<file path="src/ballSeekerPkg.sv">
// ############################
// Shared types for the ball-seeking drive controller
// Import into a module body with a wildcard import
// Module headers refer to the types by scoped name
// ############################

package ballSeekerPkg;

    // Drive FSM states
    typedef enum logic [2:0] {
        IDLE,
        PAUSE,
        REVERSE,
        TURN_RIGHT,
        TURN_LEFT
    } driveState_t;

    // APB register offsets
    typedef enum logic [3:0] {
        CTRL   = 4'h0,
        DUTY   = 4'h4,
        REVLEN = 4'h8,
        STATUS = 4'hC
    } regAddr_t;

    // Host to slave
    typedef struct packed {
        logic        psel;
        logic        penable;
        logic        pwrite;
        logic [3:0]  paddr;
        logic [31:0] pwdata;
    } apbReq_t;

    // Slave to host
    typedef struct packed {
        logic [31:0] prdata;
        logic        pready;
        logic        pslverr;
    } apbRsp_t;

    typedef struct packed {
        logic pause;
        logic wireSeen;
        logic ballCaught;
        // 1 when the right microphone hears the ball first
        logic ballRight;
    } sensorIn_t;

    typedef struct packed {
        logic       fwdA;
        logic       fwdB;
        logic       bwdA;
        logic       bwdB;
        logic [1:0] dutySelA;
        logic [1:0] dutySelB;
    } motorCmd_t;

    // Direction lines after PWM gating
    typedef struct packed {
        logic fwdA;
        logic bwdA;
        logic fwdB;
        logic bwdB;
    } motorDrive_t;

    // Level 0 sits in the lowest byte
    typedef struct packed {
        logic [3:0][7:0] level;
    } dutyTable_t;

endpackage

</file>
<file path="src/apbConfig.sv">
// ############################
// APB register block for the drive controller
// Holds enable, duty table and reverse length
// Zero wait states, unmapped offsets answer with pslverr
// ############################

`timescale 1ns/100ps

module apbConfig #(
    parameter int revCountWidth = 16
) (
    input  logic                       clk,
    input  logic                       arstN,
    input  ballSeekerPkg::apbReq_t     apbReq,
    output ballSeekerPkg::apbRsp_t     apbRsp,
    input  ballSeekerPkg::driveState_t state,
    input  logic                       done,
    output logic                       runEnable,
    output ballSeekerPkg::dutyTable_t  dutyTable,
    output logic [revCountWidth-1:0]   revLen
);

    import ballSeekerPkg::*;

    regAddr_t    addr;
    logic        access;
    logic        addrHit;
    logic        wrEn;
    logic        rdEn;
    logic [31:0] readData;

    assign addr   = regAddr_t'(apbReq.paddr);
    // Access phase of a transfer
    assign access = apbReq.psel & apbReq.penable;

    // ##########################
    // Address decode and read mux
    // ##########################
    always_comb begin
        addrHit  = 1'b1;
        readData = '0;
        case (addr)
            CTRL:    readData = {31'b0, runEnable};
            DUTY:    readData = dutyTable;
            REVLEN:  readData = 32'(revLen);
            STATUS:  readData = {28'b0, done, state};
            default: addrHit = 1'b0;
        endcase
    end

    assign wrEn = access & apbReq.pwrite & addrHit;
    assign rdEn = access & ~apbReq.pwrite & addrHit;

    assign apbRsp.prdata  = rdEn ? readData : '0;
    assign apbRsp.pready  = 1'b1;
    assign apbRsp.pslverr = access & ~addrHit;

    // ##########################
    // Writable registers
    // ##########################
    always_ff @(posedge clk or negedge arstN) begin
        if (!arstN) begin
            runEnable <= 1'b0;
            dutyTable <= '0;
            revLen    <= '0;
        end else if (wrEn) begin
            case (addr)
                CTRL:   runEnable <= apbReq.pwdata[0];
                DUTY:   dutyTable <= dutyTable_t'(apbReq.pwdata);
                REVLEN: revLen    <= apbReq.pwdata[revCountWidth-1:0];
                // STATUS is read-only, writes are dropped
                default: ;
            endcase
        end
    end

endmodule

</file>
<file path="src/ballSeekerTop.sv">
// ############################
// Top level of the ball-seeking drive controller
// APB host port in, gated motor direction lines out
// ############################

`timescale 1ns/100ps

module ballSeekerTop #(
    parameter int pwmWidth      = 8,
    parameter int revCountWidth = 16
) (
    input  logic                       clk,
    input  logic                       arstN,
    input  ballSeekerPkg::apbReq_t     apbReq,
    output ballSeekerPkg::apbRsp_t     apbRsp,
    input  ballSeekerPkg::sensorIn_t   sensors,
    output ballSeekerPkg::motorDrive_t drive,
    output logic                       done
);

    import ballSeekerPkg::*;

    logic                     runEnable;
    dutyTable_t               dutyTable;
    logic [revCountWidth-1:0] revLen;
    driveState_t              state;
    motorCmd_t                cmd;
    logic                     pwmA;
    logic                     pwmB;

    apbConfig #(
        .revCountWidth(revCountWidth)
    ) uApbConfig (
        .clk      (clk),
        .arstN    (arstN),
        .apbReq   (apbReq),
        .apbRsp   (apbRsp),
        .state    (state),
        .done     (done),
        .runEnable(runEnable),
        .dutyTable(dutyTable),
        .revLen   (revLen)
    );

    directionControl #(
        .revCountWidth(revCountWidth)
    ) uDirectionControl (
        .clk      (clk),
        .arstN    (arstN),
        .runEnable(runEnable),
        .sensors  (sensors),
        .revLen   (revLen),
        .cmd      (cmd),
        .state    (state),
        .done     (done)
    );

    dualPwm #(
        .pwmWidth(pwmWidth)
    ) uDualPwm (
        .clk      (clk),
        .arstN    (arstN),
        .dutySelA (cmd.dutySelA),
        .dutySelB (cmd.dutySelB),
        .dutyTable(dutyTable),
        .pwmA     (pwmA),
        .pwmB     (pwmB)
    );

    // Each side's direction lines only see that side's pulse
    assign drive.fwdA = cmd.fwdA & pwmA;
    assign drive.bwdA = cmd.bwdA & pwmA;
    assign drive.fwdB = cmd.fwdB & pwmB;
    assign drive.bwdB = cmd.bwdB & pwmB;

endmodule

</file>
<file path="src/directionControl.sv">
// ############################
// Direction FSM for the ball-seeking robot
// Samples the sensors each edge and registers the new state
// together with its motor command and done flag
// ############################

`timescale 1ns/100ps

module directionControl #(
    parameter int revCountWidth = 16
) (
    input  logic                       clk,
    input  logic                       arstN,
    input  logic                       runEnable,
    input  ballSeekerPkg::sensorIn_t   sensors,
    input  logic [revCountWidth-1:0]   revLen,
    output ballSeekerPkg::motorCmd_t   cmd,
    output ballSeekerPkg::driveState_t state,
    output logic                       done
);

    import ballSeekerPkg::*;

    driveState_t              nextState;
    driveState_t              prevTurn;
    logic [revCountWidth-1:0] revCount;
    logic                     revDone;
    motorCmd_t                nextCmd;
    logic                     nextDone;

    // Minimum reverse time has elapsed
    assign revDone = (revCount >= revLen);

    // ##########################
    // Next-state logic
    // ##########################
    always_comb begin
        nextState = state;
        if (sensors.ballCaught) begin
            // Ball in the catcher ends the run from any state
            nextState = IDLE;
        end else begin
            case (state)
                IDLE: begin
                    if (runEnable) begin
                        nextState = TURN_RIGHT;
                    end
                end
                PAUSE: begin
                    if (!sensors.pause) begin
                        nextState = prevTurn;
                    end
                end
                REVERSE: begin
                    // Keep backing up while the wire is still under the robot
                    if (revDone && !sensors.wireSeen) begin
                        nextState = prevTurn;
                    end
                end
                TURN_RIGHT, TURN_LEFT: begin
                    if (sensors.pause) begin
                        nextState = PAUSE;
                    end else if (sensors.wireSeen) begin
                        nextState = REVERSE;
                    end else if (sensors.ballRight) begin
                        nextState = TURN_RIGHT;
                    end else begin
                        nextState = TURN_LEFT;
                    end
                end
                default: nextState = IDLE;
            endcase
        end
    end

    // Command decode from the next state so it lands with the state
    always_comb begin
        nextCmd  = '0;
        nextDone = 1'b0;
        case (nextState)
            IDLE: nextDone = 1'b1;
            REVERSE: begin
                nextCmd.bwdA     = 1'b1;
                nextCmd.bwdB     = 1'b1;
                nextCmd.dutySelA = 2'd3;
                nextCmd.dutySelB = 2'd3;
            end
            TURN_RIGHT: begin
                nextCmd.fwdA     = 1'b1;
                nextCmd.fwdB     = 1'b1;
                nextCmd.dutySelA = 2'd2;
            end
            TURN_LEFT: begin
                nextCmd.fwdA     = 1'b1;
                nextCmd.fwdB     = 1'b1;
                nextCmd.dutySelB = 2'd2;
            end
            // PAUSE leaves both motors off
            default: nextDone = 1'b0;
        endcase
    end

    // ##########################
    // State, command and turn memory
    // ##########################
    always_ff @(posedge clk or negedge arstN) begin
        if (!arstN) begin
            state    <= IDLE;
            prevTurn <= TURN_RIGHT;
            cmd      <= '0;
            done     <= 1'b1;
        end else begin
            state <= nextState;
            cmd   <= nextCmd;
            done  <= nextDone;
            if (state == TURN_RIGHT || state == TURN_LEFT) begin
                prevTurn <= state;
            end
        end
    end

    // Reverse duration counter, 1 in the first REVERSE cycle
    always_ff @(posedge clk or negedge arstN) begin
        if (!arstN) begin
            revCount <= '0;
        end else if (nextState == REVERSE && state != REVERSE) begin
            revCount <= revCountWidth'(1);
        end else if (state == REVERSE && revCount != '1) begin
            // saturates instead of wrapping on very long wire crossings
            revCount <= revCount + 1'b1;
        end
    end

endmodule

</file>
<file path="src/dualPwm.sv">
// ############################
// Two-channel PWM for the A and B motors
// One shared period counter, each side compared against
// its selected duty level with a registered output
// ############################

`timescale 1ns/100ps

module dualPwm #(
    parameter int pwmWidth = 8
) (
    input  logic                      clk,
    input  logic                      arstN,
    input  logic [1:0]                dutySelA,
    input  logic [1:0]                dutySelB,
    input  ballSeekerPkg::dutyTable_t dutyTable,
    output logic                      pwmA,
    output logic                      pwmB
);

    import ballSeekerPkg::*;

    logic [pwmWidth-1:0] periodCnt;
    logic [pwmWidth-1:0] levelA;
    logic [pwmWidth-1:0] levelB;

    // Table levels truncated to the counter width
    assign levelA = dutyTable.level[dutySelA][pwmWidth-1:0];
    assign levelB = dutyTable.level[dutySelB][pwmWidth-1:0];

    // Free-running period counter, wraps naturally
    always_ff @(posedge clk or negedge arstN) begin
        if (!arstN) begin
            periodCnt <= '0;
        end else begin
            periodCnt <= periodCnt + 1'b1;
        end
    end

    // Level 0 never pulses, full scale is high all but one count
    always_ff @(posedge clk or negedge arstN) begin
        if (!arstN) begin
            pwmA <= 1'b0;
            pwmB <= 1'b0;
        end else begin
            pwmA <= (periodCnt < levelA);
            pwmB <= (periodCnt < levelB);
        end
    end

endmodule

</file>
<file path="config.mk">
export PLATFORM = sky130hd
export DESIGN_NAME = ballSeekerTop
export DESIGN_NICKNAME = d
export VERILOG_FILES = /design/src/ballSeekerPkg.sv /design/src/apbConfig.sv /design/src/ballSeekerTop.sv /design/src/directionControl.sv /design/src/dualPwm.sv
export SDC_FILE = /design/constraint.sdc
export NUM_CORES = 1
export LEC_CHECK = 0
export BUFFER_PORTS_ARGS = -buffer_cell sky130_fd_sc_hd__buf_2
export CAP_MARGIN = 20
export CORE_ASPECT_RATIO = 0.8
export CORE_MARGIN = 5
export CORE_UTILIZATION = 62
export CTS_CLUSTER_SIZE = 40
export DETAILED_ROUTE_END_ITERATION = 16
export HOLD_SLACK_MARGIN = 0.1
export PLACE_DENSITY = 0.86
export SETUP_SLACK_MARGIN = 0.2
export SKIP_CTS_REPAIR_TIMING = 1
export SYNTH_ARGS = -nofsm -noshare
export SYNTH_HDL_FRONTEND = slang
export SYNTH_SLANG_ARGS = --single-unit
</file>
<file path="constraint.sdc">
create_clock -name clk -period 5 [get_ports clk]
set_clock_uncertainty 0.05 [all_clocks]
set_input_delay 1.25 -clock clk [delete_from_list [all_inputs] [get_ports clk]]
set_output_delay 1.25 -clock clk [all_outputs]
set_load 0.01 [all_outputs]
</file>
Word-level counts from Yosys, hierarchy flattened
Index checks and enable logic that the tools add are counted.

storage, ports and cells
  bits of input ports = 45
  output and inout port bits = 39
  bits in latches = 0
  bits in read-only memories = 0
  RAM bits = 0
  memories = 0
  bits in registers = 90
  logic and storage cells = 87

operators by class
  multiply operators = 0
  shifts and indexed selects = 0
  equal/unequal tests = 12
  bitwise logic cells = 12
  div/mod/pow operators = 0
  $lt $le $gt $ge = 5
  multiplexer cells = 22
  $add $sub $neg = 2
  reductions and logical operators = 15

operators by type and width
  cell                     number
  $pmux W32 S4             1
  $bmux W8 S2              2
  $mux W16                 2
  $mux W32                 1
  $mux W3                  7
  $add A16 B1 Y16 const B  1
  $ge A16 B16 Y1           1
  $lt A8 B8 Y1             2
  $mux W8                  2
  $ne A16 B16 Y1 const B   1
  $eq A3 B2 Y1 const B     4
  $pmux W3 S4              1
  $and A1 B1 Y1            10
  $add A8 B1 Y8 const B    1
  $eq A4 B4 Y1 const B     2
  $pmux W2 S2              2
  $eq A3 B3 Y1 const B     2
  $logic_not A3 Y1         2
  $lt A2 B3 Y1 const B     2
  $reduce_and A2 Y1        3
  $eq A4 B3 Y1 const B     1
  $logic_not A4 Y1         1
  $mux W2                  2
  $reduce_or A2 Y1         2
  other kinds (9)          13

Logic depth before layout (Yosys ltp)
Gate-level depths: netlist of run 1.

  depth in word-level cells = 8
  mapped depth = 10
  mapped depth without buffers = 8

Cells and area by module
From an unflattened synthesis of run 1, not the netlist that was laid out.

second synthesis, totals
  cells, all modules = 504
  area, all modules = 5526.6 um^2

by module, submodules not included
  module            area each (um^2)  times used  cells each  sequential area each (um^2)
  apbConfig         2336.0            1           176         1226.2
  directionControl  1985.7            1           224         704.4
  dualPwm           1179.9            1           100         250.2
  ballSeekerTop     25.0              1           4           0.0

Worst setup path after synthesis of run 1
No wires, ideal clock.

  kind = input -> output
  start point = input port apbReq[34] (netlist name)
  end point = output port apbRsp[23] (netlist name)
  slack = 1069 ps
  required time = 3700 ps
  data arrival time = 2631 ps
  stages = 5
  path buffers = 2
  cells stage by stage = clkbuf_1 > nor4b_1 > nor2b_1 > clkbuf_1 > and2_1

RTL lines
  element      RTL line             source
  from (decl)  ballSeekerTop.sv:14  input ballSeekerPkg::apbReq_t apbReq,
  to (decl)    ballSeekerTop.sv:15  output ballSeekerPkg::apbRsp_t apbRsp,

==> impl_metrics.yaml, run 1 <==
route:
  wire_per_inst_um: 19.5
  totalWireLength_um: 13200
  drtIter0Drc: 440
  drt_drc_violations_left: 0
  ant_nets: 0
  viasPerCell: 6.14
  drt_pass1_iterations: 5
  vias: 4144
cts:
  htreeDepth: 3
  clkSinkCount: 86
  numCtsBuffers: 9
  clock_tree.buffer_depth: 2
  cts_tree: "yes"
  worstSkewPairLatency_ns: 0.35
  root_buffer: "clkbuf_8"
  clk_transition_reported_paths_ns: 0.09
timing:
  hold_violations: 0
  drv_slew: 0
  setup_viol: 0
  rsz0062_at_grt: "no"
  whs_ns: 0.480
  tns_ns: 0
  tightestPinTransition_ns: 0.961
  post-route-period-util_pct: 89.7
  max_slew_margin_pct: 35.9
  period_minus_slack_ns: 4.49
  fmax_mhz: 223
place:
  place_hpwl_um: 9900
  place_area_sq_um: 5710
  io_buffers: 82
  gp_congestion: 0.933
logic_synthesis:
  synth_area_leaders: "dfrtp_1 (40%), mux2_2 (11%), ha_1 (7.7%)"
  ys_types: 50
  synth_cells: 486
  syn_area_per_cell_sq_um: 10.7
  synthFlopType: "dfrtp_1"
  synth_nets: 563
  synth.most_common_cell: "dfrtp_1"
  synth.top_cell.area_share_pct: 39.8
  ys_seq_area_share_pct: 41.3
  synth-edff-count: 0
  yosysTopAreaCell: "dfrtp_1"
  async_flop_share_pct: 100
  synth_area_sq_um: 5220
  ys_warn_count: 0
  synth-seq-cells: 86
  synthTopCellsByCount: "dfrtp_1 (83), mux2_2 (52), inv_1 (36)"
flow_run:
  cap_violations: 0
grt:
  gr-usage-all-layers_pct: 26.1
  grt_pass1_vias: 4124
  grt-ovfl-total: 0
  antenna_found_initial: 0
  grt_max_degree: 87
  grt_pass1_wl_um: 21600
power:
  power.density_nw_per_um2: 343
  peakVddDrop_mv: 0.291
  leakagePower_nw: 2.77
final_layout:
  syn2layout_area_growth_pct: 13.9
  fill_cells: 578
  final_nets: 639
  n_antenna_cell: 0
  seq_area_sq_um: 2160
  fin_area_sq_um: 5940
  multi_input_area_sq_um: 2830
  drive_gt1_share_pct: 32.3
floorplan:
  die_area_sq_um: 10400
  ios: 84
  start_util_pct: 64.7
  rows: 29
  die_x_um: 113
  die_h_um: 92.0
  core_sq_um: 8060
hold_path:
  hp-class: "flop to flop"
  min_from: "uDirectionControl.prevTurn[0]$_DFFE_PN1P_"
status:
  status: "completed"
critical_path:
  path_max_fanout: 17
  crit_start: "apbReq[33]"
  rr_startpoint: "uDirectionControl.cmd[2]$_DFF_PN0_"
  crit_type: "primary input to output pin"
  startpoint_type: "primary input"
  required_ns: 3.70
  critPathArrivalTime_ns: 3.19
  crit_path_end_kind: "output pin"
==> power by group <==
part / leakage, nW / switching, mW / total [mW] / internal, mW
Clock: 0.101 / 0.273 / 0.511 / 0.238
Sequential: 1.10 / 0.162 / 0.974 / 0.812
Combinational: 1.57 / 0.279 / 0.551 / 0.271
==> through the flow <==
stage               instances  setup WS, ns  util, %  total power, mW
floorplan                 486          1.07        -             1.32
global placement          657         0.694     70.8             1.45
detailed placement        657         0.535     70.8             1.51
CTS                       673         0.538     73.3             2.02
global route              675         0.387     73.8             2.16
finish                    675         0.514     73.8             2.04
==> cells by family (layout without fill, tap and decap cells) <==
kind of cell / count (synthesis) / in the layout / synth area share, %
AND/OR/NAND/NOR: 130 / 130 / 13.5
AO/OA/AOI/OAI: 86 / 86 / 10.5
flip-flops: 86 / 86 / 41.3
multiplexers: 70 / 70 / 18.8
buffers and inverters: 60 / 141 / 4.65
adder cells (fa/ha/maj): 32 / 32 / 7.68
XOR/XNOR: 21 / 21 / 3.53
other: 1 / 1 / 0.0719
==> routing by layer <==
layer | part of all wire, % | vias up | track usage (%) | routed length (um)
met5 | 0 | - | 0 | 0
met4 | 1.3 | 0 | 6.51 | 166
met3 | 8.5 | 19 | 6.25 | 1110
met2 | 47 | 194 | 40.2 | 6240
met1 | 43 | 2036 | 37.7 | 5640
li1 | - | 1895 | - | -
==> registers in the layout, summed over array words and instances, names as in the netlist <==
register / cells
uApbConfig.dutyTable: 32
uDirectionControl.done: 1
uDualPwm.periodCnt: 8
uDirectionControl.state: 3
uDualPwm.pwmB: 1
uDirectionControl.revCount: 16
uApbConfig.revLen: 16
uDualPwm.pwmA: 1
uApbConfig.runEnable: 1
uDirectionControl.prevTurn: 3
uDirectionControl.cmd: 4
==> layout make-up <==
type / count / share of cell area (%)
multi-input combinational: 340 / 47.6
sequential: 86 / 36.3
timing repair buffer: 89 / 8.17
inverter: 36 / 2.27
tap: 108 / 2.27
clock buffer: 9 / 2.08
clock inverter: 7 / 1.31
==> worst paths after layout <==
kind,slack [ns],depth (start not counted),to
worst min register to register,0.48,2,uDirectionControl.prevTurn[0]$_DFFE_PN1P_
max in group asynchronous,3.43,2,uDirectionControl.done$_DFF_PN1_
worst max-delay path,0.51,6,apbRsp[20]
worst min-delay path,0.48,2,uDirectionControl.prevTurn[0]$_DFFE_PN1P_
min in group asynchronous,0.80,1,uDualPwm.periodCnt[2]$_DFF_PN0_
worst max register to register,2.14,8,uDualPwm.pwmA$_DFF_PN0_
==> critical path: stages <==
cell     delay (ns)
buf_2          0.13
or4_1          0.53
buf_4          0.22
nor2b_1        0.67
and2_1         0.24
buf_2          0.13
==> layout by cell type (no fill, tap or decap), types with 9 or more instances in the layout <==
cell | netlist | routed
dfrtp_1 | 83 | 83
buf_2 | 8 | 81
mux2_2 | 52 | 52
inv_1 | 36 | 36
a21oi_1 | 33 | 33
nor2_1 | 32 | 32
ha_1 | 32 | 32
and2_1 | 22 | 22
nand2_1 | 20 | 20
mux4_2 | 17 | 17
a22oi_1 | 15 | 15
xor2_1 | 14 | 14
o21ai_0 | 11 | 11
nand3_1 | 10 | 10
clkbuf_8 | 0 | 9
No activity file was read; power rests on OpenSTA's default activity.
==> inputs of run 2 (changes only) <==
Settings changed: ABC_AREA from default to 1, BUFFER_PORTS_ARGS -buffer_cell sky130_fd_sc_hd__buf_2 to -buffer_cell sky130_fd_sc_hd__clkbuf_2, CORE_MARGIN 5 to default.
==> run 2 against run 1 <==
Effect of this change:
- clock power decreased by 1%
- non-clock buffer count fell by 3
- cell area is 0.84% lower
- global-route usage grew 5.5 points
- register-to-register slack improved by 0.22 ns
- combinational power increased by 30%
- utilization down 0.29 points
- final cell count up 25%
- sequential power shrank 3.2%
- die area decreased by 15%
- setup slack gained 0.13 ns
- synthesized area decreased by 0.19%
- critical path type unchanged
- critical endpoint is now apbRsp[2]
- largest power group unchanged
==> impl_metrics.yaml, run 2 <==
timing:
  period_minus_slack_ns: 4.36
  max_slew_margin_pct: 28.6
  fmax_mhz: 230
  setup_viol: 0
  whs_ns: 0.458
  rsz0062_at_grt: "no"
  hold_violations: 0
  tns_ns: 0
  drv_slew: 0
  post-route-period-util_pct: 87.1
  tightestPinTransition_ns: 1.07
logic_synthesis:
  synthFlopType: "dfrtp_1"
  synth_mux_area_share_pct: 3.27
  ys_warn_count: 0
  synth.most_common_cell: "nand2_1"
  synth_top_family_by_area: "simple AND/OR/NAND/NOR gates"
  synth-simple-area-share_pct: 21.6
  synth_compound_area_share_pct: 14.2
  synth_area_leaders: "dfrtp_1 (40%), nand2_1 (12%), ha_1 (7.7%)"
  async_flop_share_pct: 100
  synth_area_sq_um: 5200
  ys_seq_area_share_pct: 41.4
  syn_area_per_cell_sq_um: 7.89
  ys_types: 36
  synth.top_cell.area_share_pct: 39.9
  synth_cells: 660
  synthTopCellsByCount: "nand2_1 (161), inv_1 (89), dfrtp_1 (83)"
  synth-edff-count: 0
  synth-seq-cells: 86
  synth-xor-area-share_pct: 2.86
  yosysTopAreaCell: "dfrtp_1"
  synth_nets: 737
  synth-adder-area-share_pct: 7.69
final_layout:
  regMostFlops: "uApbConfig.dutyTable"
  final_cell_mix: "nand2_1 (161), inv_1 (89), dfrtp_1 (83), clkbuf_2 (81), o21ai_0 (56)"
  reg_top3: "uApbConfig.dutyTable x32, uApbConfig.revLen x16, uDirectionControl.revCount x16"
  n_antenna_cell: 0
  syn2layout_area_growth_pct: 13.2
  layout_commonest_cell: "nand2_1"
  fill_cells: 615
  drive_gt1_share_pct: 17.9
  final_nets: 810
  largest_register_ffs: 32
route:
  drtIter0Drc: 465
  viasPerCell: 5.68
  drt_pass1_iterations: 5
  vias: 4802
  drt_drc_violations_left: 0
  ant_nets: 0
  wire_per_inst_um: 15.3
  totalWireLength_um: 12900
critical_path:
  crit_type: "primary input to output pin"
  rr_endpoint: "uDualPwm.pwmB$_DFF_PN0_"
  rr_worst_depth: 6
  rr_startpoint: "uDirectionControl.cmd[2]$_DFF_PN0_"
  reg2reg_slack_ns: 2.36
  crit_path_end_kind: "output pin"
  startpoint_type: "primary input"
  critPathArrivalTime_ns: 3.06
  required_ns: 3.70
  crit_start: "apbReq[33]"
  path_max_fanout: 29
grt:
  gr-usage-all-layers_pct: 31.6
  antenna_found_initial: 0
  grt_max_degree: 87
  grt-ovfl-total: 0
  grt_pass1_wl_um: 21900
  grt_pass1_vias: 4665
hold_path:
  worstHoldPathCells: 2
  hp-class: "flop to flop"
  min_from: "uApbConfig.revLen[1]$_DFFE_PN0P_"
  hold_end: "uApbConfig.revLen[1]$_DFFE_PN0P_"
cts:
  numCtsBuffers: 9
  worstSkewPairLatency_ns: 0.36
  clkSinkCount: 86
  clk_transition_reported_paths_ns: 0.08
  htreeDepth: 3
  root_buffer: "clkbuf_8"
  clock_tree.buffer_depth: 2
  cts_tree: "yes"
power:
  power.density_nw_per_um2: 367
  peakVddDrop_mv: 0.245
  leakagePower_nw: 3.00
floorplan:
  rows: 29
  die_area_sq_um: 8770
  core_sq_um: 8020
  start_util_pct: 64.9
  die_x_um: 104
  ios: 84
  die_h_um: 84.0
status:
  status: "completed"
place:
  io_buffers: 82
  place_hpwl_um: 9600
  gp_congestion: 0.898
flow_run:
  cap_violations: 0
[run 2: cell count changes after synthesis, sizes merged, moves of 7 or more]
cell / previous run / this run
a22oi: 15 / 0
nand3: 10 / 18
inv: 36 / 92
mux4: 17 / 0
and2: 22 / 0
nor2: 32 / 44
a21oi: 33 / 55
o21ai: 11 / 73
mux2: 52 / 8
nor2b: 7 / 0
mux2i: 1 / 8
nand2b: 7 / 0
nor3: 4 / 19
nand2: 20 / 167
[run 2: how the worst max path moves through the flow]
| stage | to |
|---|---|
| 5_1_grt | apbRsp[2] |
| 6_report | apbRsp[2] |
| 3_5_place_dp | apbRsp[2] |
| 4_1_cts | apbRsp[2] |
| 2_1_floorplan | apbRsp[10] |
| 3_3_place_gp | apbRsp[2] |
[run 2: logic make-up (layout without fill, tap and decap cells)]
logic type / after synthesis / count (layout)
flip-flops: 86 / 86
XOR/XNOR: 17 / 17
other: 1 / 1
AO/OA/AOI/OAI: 136 / 136
adder cells (fa/ha/maj): 32 / 32
buffers and inverters: 116 / 194
multiplexers: 16 / 16
AND/OR/NAND/NOR: 256 / 256
[run 2: layer usage]
layer | vias up | global-route usage (%) | share of wire, %
li1 | 2276 | - | -
met1 | 2263 | 42.9 | 44
met2 | 235 | 50.7 | 46
met3 | 28 | 8.51 | 9.2
met4 | 0 | 7.14 | 1.4
met5 | - | 0 | 0
[run 2: critical path: stages]
cell	delay, ns
clkbuf_2	0.10
nor2_4	0.18
inv_2	0.08
nor3_1	0.34
inv_1	0.54
a41oi_1	0.38
clkbuf_2	0.18
[run 2: layout make-up]
type	count	area [sq um]	area share, %
multi-input cells	458	2590	44.0
clock buffers	13	159	2.70
flip-flops and latches	86	2160	36.6
inverters	92	345	5.86
well taps	108	135	2.29
clock inverters	3	42.5	0.722
repair buffers	86	463	7.86
[run 2: through the flow]
stage               power, mW  utilization, %  cell area, sq um  instances  worst slack (ns)
finish                   2.16            73.5              5890        846             0.644
global route             2.32            73.5              5890        846             0.480
CTS                      2.16            73.1              5860        845             0.734
detailed placement       1.65            70.6              5660        829             0.744
global placement         1.59            70.6              5660        829             0.875
floorplan                1.44               -              5200        660              1.34
[run 2: where the power goes]
group / total, mW / switching, mW / internal (mW) / leakage (nW)
clock: 0.504 / 0.246 / 0.258 / 0.0996
sequential: 0.943 / 0.128 / 0.815 / 1.11
combinational: 0.715 / 0.452 / 0.263 / 1.79
total: 2.16 / 0.825 / 1.34 / 3.00
